[src/gat_pkg.sv]
package gat_pkg;

  // ============================================================
  // Layer dimensions
  // ============================================================
  localparam int NUM_FEATURE_OUT    = 4;
  localparam int HALF_FEATURES      = NUM_FEATURE_OUT / 2;
  localparam int NUM_SUBGRAPHS      = 6;

  // Element widths
  localparam int WH_DATA_WIDTH      = 8;
  localparam int ALPHA_DATA_WIDTH   = 8;
  localparam int NEW_FEATURE_WIDTH  = 24;

  // One feature row per subgraph in the BRAM
  localparam int NEW_FEATURE_ADDR_W = $clog2(NUM_SUBGRAPHS * NUM_FEATURE_OUT);

  // Buffer depths
  localparam int IN_FIFO_DEPTH      = 4;
  localparam int VEC_FIFO_DEPTH     = 4;

  // ============================================================
  // Payload types
  // ============================================================
  typedef struct packed {
    logic [ALPHA_DATA_WIDTH-1:0]                   alpha;
    logic [NUM_FEATURE_OUT-1:0][WH_DATA_WIDTH-1:0] wh;
    logic                                          last;
  } node_item_t;

  // Accumulated half row from one lane
  typedef logic [HALF_FEATURES-1:0][NEW_FEATURE_WIDTH-1:0] half_feat_t;

  // Full row with element 0 in the low bits
  typedef logic [NUM_FEATURE_OUT-1:0][NEW_FEATURE_WIDTH-1:0] feat_vec_t;

endpackage

[src/aggr_lane.sv]
`timescale 1ns/1ps

module aggr_lane (
  input  logic                                                          clk,
  input  logic                                                          rst_n,
  input  logic                                                          item_vld,
  input  logic [gat_pkg::ALPHA_DATA_WIDTH-1:0]                          alpha,
  input  logic [gat_pkg::HALF_FEATURES-1:0][gat_pkg::WH_DATA_WIDTH-1:0] wh_half,
  input  logic                                                          last,
  output gat_pkg::half_feat_t                                           half_out,
  output logic                                                          half_vld
);

  import gat_pkg::*;

  logic signed [NEW_FEATURE_WIDTH-1:0] wh_ext [HALF_FEATURES];
  logic signed [NEW_FEATURE_WIDTH-1:0] prod   [HALF_FEATURES];
  logic signed [ALPHA_DATA_WIDTH:0]    alpha_s;
  half_feat_t                          acc;
  half_feat_t                          sum_next;

  // Coefficient is unsigned, so a zero sign bit keeps the product signed
  assign alpha_s = {1'b0, alpha};

  // ============================================================
  // Multiply-accumulate per column
  // ============================================================
  always_comb begin
    for (int i = 0; i < HALF_FEATURES; i++) begin
      wh_ext[i]   = NEW_FEATURE_WIDTH'(signed'(wh_half[i]));
      prod[i]     = wh_ext[i] * alpha_s;
      sum_next[i] = acc[i] + prod[i];
    end
  end

  always_ff @(posedge clk or negedge rst_n) begin
    if (!rst_n) begin
      acc      <= '0;
      half_vld <= 1'b0;
    end else begin
      half_vld <= item_vld && last;
      if (item_vld) begin
        // Last node closes the subgraph and restarts from zero
        if (last) begin
          acc <= '0;
        end else begin
          acc <= sum_next;
        end
      end
    end
  end

  // Final sums include the product of the last node
  always_ff @(posedge clk) begin
    if (item_vld && last) begin
      half_out <= sum_next;
    end
  end

endmodule

[src/feat_fifo.sv]
`timescale 1ns/1ps

module feat_fifo #(
  parameter type T     = logic [7:0],
  parameter int  DEPTH = 4
) (
  input  logic                       clk,
  input  logic                       rst_n,
  input  T                           din,
  input  logic                       wr,
  input  logic                       rd,
  output T                           dout,
  output logic                       empty,
  output logic                       full,
  output logic [$clog2(DEPTH+1)-1:0] free
);

  T                           mem [DEPTH];
  logic [$clog2(DEPTH)-1:0]   head;
  logic [$clog2(DEPTH)-1:0]   tail;
  logic [$clog2(DEPTH+1)-1:0] count;
  logic                       do_wr;
  logic                       do_rd;

  // Requests beyond the current fill are ignored
  assign do_wr = wr && !full;
  assign do_rd = rd && !empty;

  assign empty = (count == '0);
  assign full  = (count == ($clog2(DEPTH+1))'(DEPTH));
  assign free  = ($clog2(DEPTH+1))'(DEPTH) - count;

  // First word falls through
  assign dout  = mem[head];

  always_ff @(posedge clk) begin
    if (do_wr) begin
      mem[tail] <= din;
    end
  end

  always_ff @(posedge clk or negedge rst_n) begin
    if (!rst_n) begin
      head  <= '0;
      tail  <= '0;
      count <= '0;
    end else begin
      if (do_wr) begin
        tail <= (tail == ($clog2(DEPTH))'(DEPTH - 1)) ? '0 : tail + 1'b1;
      end
      if (do_rd) begin
        head <= (head == ($clog2(DEPTH))'(DEPTH - 1)) ? '0 : head + 1'b1;
      end
      case ({do_wr, do_rd})
        2'b10:   count <= count + 1'b1;
        2'b01:   count <= count - 1'b1;
        default: count <= count;
      endcase
    end
  end

endmodule

[src/feature_controller.sv]
`timescale 1ns/1ps

module feature_controller (
  input  logic                                   clk,
  input  logic                                   rst_n,
  input  logic                                   gat_layer,
  input  gat_pkg::half_feat_t                    half_lo,
  input  gat_pkg::half_feat_t                    half_hi,
  input  logic                                   half_vld,
  output logic                                   vec_room,
  output logic [gat_pkg::NEW_FEATURE_ADDR_W-1:0] feat_bram_addra,
  output logic [gat_pkg::NEW_FEATURE_WIDTH-1:0]  feat_bram_din,
  output logic                                   feat_bram_ena,
  output logic                                   gat_ready
);

  import gat_pkg::*;

  feat_vec_t                           vec_din;
  feat_vec_t                           vec_dout;
  logic                                vec_rd;
  logic                                vec_empty;
  logic [$clog2(VEC_FIFO_DEPTH+1)-1:0] vec_free;

  feat_vec_t                           feat;
  feat_vec_t                           feat_reg;
  logic [$clog2(NUM_FEATURE_OUT)-1:0]  cnt;
  logic [$clog2(NUM_FEATURE_OUT)-1:0]  cnt_reg;
  logic [NEW_FEATURE_ADDR_W-1:0]       addr_reg;
  logic                                push_ena;
  logic [NEW_FEATURE_WIDTH-1:0]        elem;

  // ============================================================
  // Vector buffer
  // ============================================================
  assign vec_din = {half_hi, half_lo};

  feat_fifo #(
    .T     (feat_vec_t),
    .DEPTH (VEC_FIFO_DEPTH)
  ) u_vec_fifo (
    .clk   (clk),
    .rst_n (rst_n),
    .din   (vec_din),
    .wr    (half_vld),
    .rd    (vec_rd),
    .dout  (vec_dout),
    .empty (vec_empty),
    .full  (),
    .free  (vec_free)
  );

  // Two free slots cover a vector still in the lane output registers
  assign vec_room = (vec_free >= 2);

  // ============================================================
  // Serializer
  // ============================================================
  assign vec_rd   = (cnt_reg == '0) && !vec_empty;
  assign feat     = vec_rd ? vec_dout : feat_reg;
  assign push_ena = vec_rd || (cnt_reg != '0);

  // Highest element goes out first
  assign elem = feat[NUM_FEATURE_OUT - 1 - int'(cnt_reg)];

  always_comb begin
    cnt = cnt_reg;
    if (push_ena) begin
      if (cnt_reg == ($clog2(NUM_FEATURE_OUT))'(NUM_FEATURE_OUT - 1)) begin
        cnt = '0;
      end else begin
        cnt = cnt_reg + 1'b1;
      end
    end
  end

  always_ff @(posedge clk) begin
    if (vec_rd) begin
      feat_reg <= vec_dout;
    end
  end

  always_ff @(posedge clk or negedge rst_n) begin
    if (!rst_n) begin
      cnt_reg  <= '0;
      addr_reg <= '0;
    end else begin
      cnt_reg <= cnt;
      if (push_ena) begin
        addr_reg <= addr_reg + 1'b1;
      end
    end
  end

  // ============================================================
  // BRAM port and layer completion
  // ============================================================
  always_ff @(posedge clk) begin
    if (push_ena) begin
      // Layer 1 halves each element
      feat_bram_din <= gat_layer ? (elem >> 1) : elem;
    end
  end

  always_ff @(posedge clk or negedge rst_n) begin
    if (!rst_n) begin
      feat_bram_ena   <= 1'b0;
      feat_bram_addra <= '0;
      gat_ready       <= 1'b0;
    end else begin
      feat_bram_ena   <= push_ena;
      feat_bram_addra <= addr_reg;
      // Sticky until the next reset
      if (feat_bram_ena &&
          feat_bram_addra == NEW_FEATURE_ADDR_W'(NUM_SUBGRAPHS * NUM_FEATURE_OUT - 1)) begin
        gat_ready <= 1'b1;
      end
    end
  end

endmodule

[src/gat_writeback_top.sv]
`timescale 1ns/1ps

module gat_writeback_top (
  input  logic                                   clk,
  input  logic                                   rst_n,
  input  logic                                   gat_layer,
  input  gat_pkg::node_item_t                    node_in,
  input  logic                                   node_vld,
  output logic                                   node_rdy,
  output logic [gat_pkg::NEW_FEATURE_ADDR_W-1:0] feat_bram_addra,
  output logic [gat_pkg::NEW_FEATURE_WIDTH-1:0]  feat_bram_din,
  output logic                                   feat_bram_ena,
  output logic                                   gat_ready
);

  import gat_pkg::*;

  node_item_t in_head;
  logic       in_rd;
  logic       in_empty;
  logic       in_full;
  logic       vec_room;
  half_feat_t lo_half;
  half_feat_t hi_half;
  logic       lo_half_vld;
  logic       hi_half_vld;

  // ============================================================
  // Input buffer and pop gate
  // ============================================================
  feat_fifo #(
    .T     (node_item_t),
    .DEPTH (IN_FIFO_DEPTH)
  ) u_in_fifo (
    .clk   (clk),
    .rst_n (rst_n),
    .din   (node_in),
    .wr    (node_vld),
    .rd    (in_rd),
    .dout  (in_head),
    .empty (in_empty),
    .full  (in_full),
    .free  ()
  );

  assign node_rdy = !in_full;

  // Hold items here while the vector buffer is short of space
  assign in_rd    = !in_empty && vec_room;

  // ============================================================
  // Aggregation lanes for the low and high feature columns
  // ============================================================
  aggr_lane u_lane_lo (
    .clk      (clk),
    .rst_n    (rst_n),
    .item_vld (in_rd),
    .alpha    (in_head.alpha),
    .wh_half  (in_head.wh[HALF_FEATURES-1:0]),
    .last     (in_head.last),
    .half_out (lo_half),
    .half_vld (lo_half_vld)
  );

  aggr_lane u_lane_hi (
    .clk      (clk),
    .rst_n    (rst_n),
    .item_vld (in_rd),
    .alpha    (in_head.alpha),
    .wh_half  (in_head.wh[NUM_FEATURE_OUT-1:HALF_FEATURES]),
    .last     (in_head.last),
    .half_out (hi_half),
    .half_vld (hi_half_vld)
  );

  // Lane 0 strobe drives the vector write
  feature_controller u_ctrl (
    .clk             (clk),
    .rst_n           (rst_n),
    .gat_layer       (gat_layer),
    .half_lo         (lo_half),
    .half_hi         (hi_half),
    .half_vld        (lo_half_vld),
    .vec_room        (vec_room),
    .feat_bram_addra (feat_bram_addra),
    .feat_bram_din   (feat_bram_din),
    .feat_bram_ena   (feat_bram_ena),
    .gat_ready       (gat_ready)
  );

endmodule

[config.mk]
export PLATFORM = sky130hd
export DESIGN_NAME = gat_writeback_top
export DESIGN_NICKNAME = d
export VERILOG_FILES = /design/src/gat_pkg.sv /design/src/aggr_lane.sv /design/src/feat_fifo.sv /design/src/feature_controller.sv /design/src/gat_writeback_top.sv
export SDC_FILE = /design/constraint.sdc
export NUM_CORES = 2
export LEC_CHECK = 0
export BUFFER_PORTS_ARGS = -buffer_cell sky130_fd_sc_hd__buf_2
export CAP_MARGIN = 20
export CORE_MARGIN = 5
export CORE_UTILIZATION = 35
export CTS_BUF_LIST = sky130_fd_sc_hd__clkbuf_8 sky130_fd_sc_hd__clkbuf_16
export CTS_CLUSTER_DIAMETER = 120
export DETAILED_ROUTE_END_ITERATION = 7
export PLACE_DENSITY = 0.56
export SYNTH_ARGS = -nofsm -noshare
export SYNTH_HDL_FRONTEND = slang
export SYNTH_SLANG_ARGS = --single-unit
[constraint.sdc]
create_clock -name clk -period 7.4 [get_ports clk]
set_input_delay 2.22 -clock clk [delete_from_list [all_inputs] [get_ports clk]]
set_output_delay 2.22 -clock clk [all_outputs]
set_load 0.02 [all_outputs]
# Yosys cells after proc, flatten, opt, wreduce, memory -nomap -nowiden
# Memory sizes are Yosys's and may differ from the RTL's.
# Index checks and enable logic that the tools add are counted.
# classes
add_sub_neg	16
n_mul	4
order_cmp	2
n_eq_ne	12
n_mux	18
reduce_logical	19
# op_table
op	count
$add A24 B24 Y24	4
$mux W48	2
$mux W96	1
$mul A8 B9 Y17	4
$bmux W24 S2	1
$mux W24	2
$lt A32 B4 Y1 const B	1
$mux W23	1
$eq A2 B2 Y1 const B	7
$pmux W3 S2	2
$add A2 B1 Y2 const B	5
$mux W2	5
$logic_and A1 B1 Y1	8
$add A3 B1 Y3 const B	2
$eq A3 B3 Y1 const B	2
$logic_not A3 Y1	2
$reduce_bool A2 Y1	3
$sub A3 B1 Y3 const B	2
$add A5 B1 Y5 const B	1
$eq A5 B5 Y1 const B	1
$eq A2 B1 Y1 const B	2
$logic_not A1 Y1	4
$mux W1	4
$ge A3 B2 Y1 const B	1
4 further kinds	4
# word_totals
regBits	341
mem_bits_rw	548
input_bits	45
output_inout_bits	32
word_cells	99
mem_count	2
# memory_table
memory	depth	width	read_ports	rd_ports_with_merged_regs	write_ports	line_no	source
u_ctrl.u_vec_fifo.mem	4	96	1	0	1	feat_fifo.sv:18	T mem [DEPTH];
u_in_fifo.mem	4	41	1	0	1	feat_fifo.sv:18	

# Logic depth before layout (Yosys ltp)
# logic_depth
word_depth	8
depth_mapped	36
ltp_nobuf	32

# By module
# Synthesis repeated with hierarchy kept, for this count alone.
# hier_totals
hier_cells	3414
area_unflattened_um2	46664.8
# by_module_without_submodules
mod	instances	cells_per_inst	area_per_inst_um2
feat_fifo (u_ctrl.u_vec_fifo)	1	549	14322.5
aggr_lane (u_lane_lo)	1	1012	10059.6
aggr_lane (u_lane_hi)	1	979	9823.2
feat_fifo (u_in_fifo)	1	262	6447.4
feature_controller	1	610	5994.5
gat_writeback_top	1	2	17.5

# Least setup slack after synthesis
# OpenSTA, ideal clock, no wires.
# synth_path
path_kind	register -> register
from	register u_in_fifo.head[0]
to	register u_lane_hi.acc[47] in the netlist's numbering
setup_time_ns	0.126
t_arrival_ns	7.814
required_ns	7.274
path_slack_ns	-0.540
stages_incl_launch_ff	32
n_path_buf	4
synth_period_minus_slack_ns	7.940
cell_sequence	dfrtp_1 > clkbuf_1 > buf_2 > buf_2 > mux2i_1 > nand2_1 > o21ai_1 > clkbuf_1 > nor2_1 > fa_1 > fa_1 > fa_1 > inv_1 > fa_1 > inv_1 > ha_1 > or2_2 > a21oi_1 > a21oi_1 > a41oi_1 > a21oi_1 > xnor2_1 > ha_1 > a21o_1 > a21o_1 > a2111oi_0 > nor4b_1 > nor3_1 > a21oi_1 > xnor2_1 > nor3_1 > a221o_1
# synth_between
elab_chain_cells	4
# synth_rtl
item	line_no	source
start: declaration	feat_fifo.sv:19	logic [$clog2(DEPTH)-1:0] head;
start signal: assignment	feat_fifo.sv:52	head <= (head == ($clog2(DEPTH))'(DEPTH - 1)) ? '0 : head + 1'b1;
$mem_v2 Z4 W41 *	-	
$mul A8 B9 Y17	aggr_lane.sv:31	prod[i] = wh_ext[i] * alpha_s;
$add A24 B24 Y24	aggr_lane.sv:32	sum_next[i] = acc[i] + prod[i];
$mux W48 *	aggr_lane.sv:44	if (last) begin
end signal: assignment	aggr_lane.sv:47	acc <= sum_next;
end: declaration	aggr_lane.sv:19	half_feat_t acc;
# Every way passes the cells marked *; elsewhere a longest branch is shown, timed or not.
# A chain may end at the register's enable or synchronous reset.

==> results.cfg <==
[clock_tree]
cts_tree = done
clockBufferDepth = 3
cts-root-buf = clkbuf_16
postCtsHoldBufs = 0
clk_pin_slew_worst_paths_ps = 60
cts_sinks = 889
htreeDepth = 3
cts_inserted_buffers = 89
worstSkewPairLatency_ps = 690

[timing]
rsz0062_at_grt = true
finalCritPeriodShare = 0.963
worst_pin_slew_ps = 1030
min_period_ps = 7130
drv_slew = 0
maxSlewHeadroom = 0.316
finClkSkew_ps = 50.5
fmax_ghz = 0.140
finalHoldViolations = 0
finalSetupViolCount = 0

[worst_setup_path]
worstPathArrival_ps = 7690
slowest_delay_ps = 550
crit_family = adder cells
endpoint_kind = flip-flop
worstPathMaxFanout = 13
rr_worst_depth = 30
worstSetupPathType = reg -> reg
start_kind = flip-flop
r2r_slack_ps = 270
critPathCapture = u_lane_lo.acc[45]$_DFFE_PN0P_
startpoint = u_in_fifo.head[0]$_DFFE_PN0P_
cp.depth = 30
rr_startpoint = u_in_fifo.head[0]$_DFFE_PN0P_
critPathBufInv = 6
reg2reg_to = u_lane_lo.acc[45]$_DFFE_PN0P_
required_ps = 7960
cp_slowest_cell = fa_1

[yosys]
ys_types = 69
ys.flop_type = edfxtp_1
synth-xor-area-share = 0.0276
synth_fp_nets = 3721
synth_compound_area_frac = 0.0716
synthTopCellsByArea = edfxtp_1, ha_1, dfrtp_1
syn_area_mm2 = 0.0454
synth_top_family_by_area = adder cells
synth_simple_gate_area_frac = 0.0578
syn_inst = 3231
async_flop_share = 0.141
synth.area.mux_share = 0.110
synth_largest_area_cell = edfxtp_1
ys_ff_latch = 889
avgSynthCellArea_um2 = 14.1
yosysSeqAreaShare = 0.553
synth_adder_area_share = 0.148
yosysTopAreaCellShare = 0.442
yosys_warnings = 0
synth_edf_count = 668

[drt]
drc = 0
wl_um = 101000
ant_nets = 0
wl_per_cell_um = 18.9
drtIter0Drc = 1674
vias = 25900
dr.pass1.iters = 5
viasPerCell = 4.83

[die]
io_pins = 77
die_w_um = 370
die_area_mm2 = 0.137
start_util = 0.352
num_rows = 132
die_h_um = 370
core_mm2 = 0.129

[status]
status = completed

[final_layout]
largest_reg_flops = 384
nNetsFinal = 4032
multiInputGateArea_mm2 = 0.0193
utilization = 0.411
drive_gt1_frac = 0.246
areaGrowthSynthToFinish_pct = 16.9
regArea_mm2 = 0.0251
n_fill_cell = 12000

[global_routing]
grt_max_degree = 100
overflow = 0
grt_pass1_vias = 26400
antenna_found_initial = 3
grt_pass1_wl_um = 158000
grt_util_all_layers = 0.148

[placement]
dp_hpwl_um = 70400
gp_congestion = 0.837
portBuffers = 76

[run]
cap_viol_max_count = 0

[min_path]
holdCritPathClass = reg -> reg
[per-stage QoR]
step                cell area, um^2  hold slack (ps)  TNS, ps  setup slack, ps  std cells
floorplan                     45400              373        0            0.952       3231
global placement              49500              384    -15.1            -15.1       5172
detailed placement            49500              388     -281             -108       5172
CTS                           52400              403        0             15.0       5341
global route                  53100              415     -118            -33.0       5361
finish                        53100              399        0              273       5364
[cells in the final DEF (no fill, tap or decap), types with 73 or more instances in the layout]
cell type and n:
edfxtp_1 668, inv_1 304, ha_1 286, nor2_1 232, buf_4 225, nand2_1 164
mux2_2 154, fa_1 152, mux4_2 129, dfrtp_1 120, dfxtp_1 96, xnor2_1 94
clkbuf_16 90, a21oi_1 83, buf_2 75, a22o_1 73
[cells in the mapped netlist (28+ instances only)]
cell type and instances:
a21o_1 55, a21oi_1 102, a22o_1 73, and2_1 28, clkbuf_1 73, dfrtp_1 125, dfxtp_1 96, edfxtp_1 668
fa_1 154, ha_1 291, inv_1 274, mux2_2 154, mux2i_1 34, mux4_2 129, nand2_1 165, nor2_1 237
nor3_1 29, o21a_1 30, o21ai_0 70, or2_2 33, xnor2_1 103, xor2_1 40
[repair_timing]
item / in CTS / in global routing
setup buffers: 1 / 19
pin swaps: 0 / 58
endpoints found under the setup margin: 9 / 54
resized for setup: 1 / 114
cloned: 0 / 1
[layout make-up]
type | count | area share
Clock inverter | 74 | 0.0113
Inverter | 274 | 0.0194
Antenna cell | 3 | 0.000141
Tap cell | 1742 | 0.0410
Multi-Input combinational cell | 1962 | 0.364
Sequential cell | 889 | 0.473
Clock buffer | 94 | 0.0432
Timing Repair Buffer | 326 | 0.0477
[metal layers]
metal	vias up	GRT usage	part of all wire
met5	-	0	0.00011
met4	2	0.0411	0.024
met3	131	0.0215	0.039
met2	458	0.230	0.45
met1	12900	0.217	0.49
li1	12400	-	-
[kinds of logic after synthesis]
| group | Yosys count |
|---|---|
| compound gates | 468 |
| simple gates | 589 |
| xor+xnor | 143 |
| fa+ha+maj | 445 |
| mux | 317 |
| buf+inv | 380 |
| flops | 889 |
[how the worst min path moves through the flow]
stage / startpoint / endpoint / cells past startpoint / slack (ps)
after floorplan: u_ctrl.addr_reg[4]$_DFFE_PN0P_ / u_ctrl.feat_bram_addra[4]$_DFF_PN0_ / 0 / 370
after global placement: u_ctrl.addr_reg[4]$_DFFE_PN0P_ / u_ctrl.feat_bram_addra[4]$_DFF_PN0_ / 0 / 380
after detailed placement: u_ctrl.addr_reg[4]$_DFFE_PN0P_ / u_ctrl.feat_bram_addra[4]$_DFF_PN0_ / 0 / 390
after CTS: u_ctrl.addr_reg[4]$_DFFE_PN0P_ / u_ctrl.feat_bram_addra[4]$_DFF_PN0_ / 0 / 400
after global routing: u_ctrl.addr_reg[4]$_DFFE_PN0P_ / u_ctrl.feat_bram_addra[4]$_DFF_PN0_ / 0 / 420
final: u_ctrl.addr_reg[4]$_DFFE_PN0P_ / u_ctrl.feat_bram_addra[4]$_DFF_PN0_ / 0 / 400
Power is left out: the tool's default activity adds up to more than one toggle a clock period on the data nets, which glitch-free logic cannot reach.
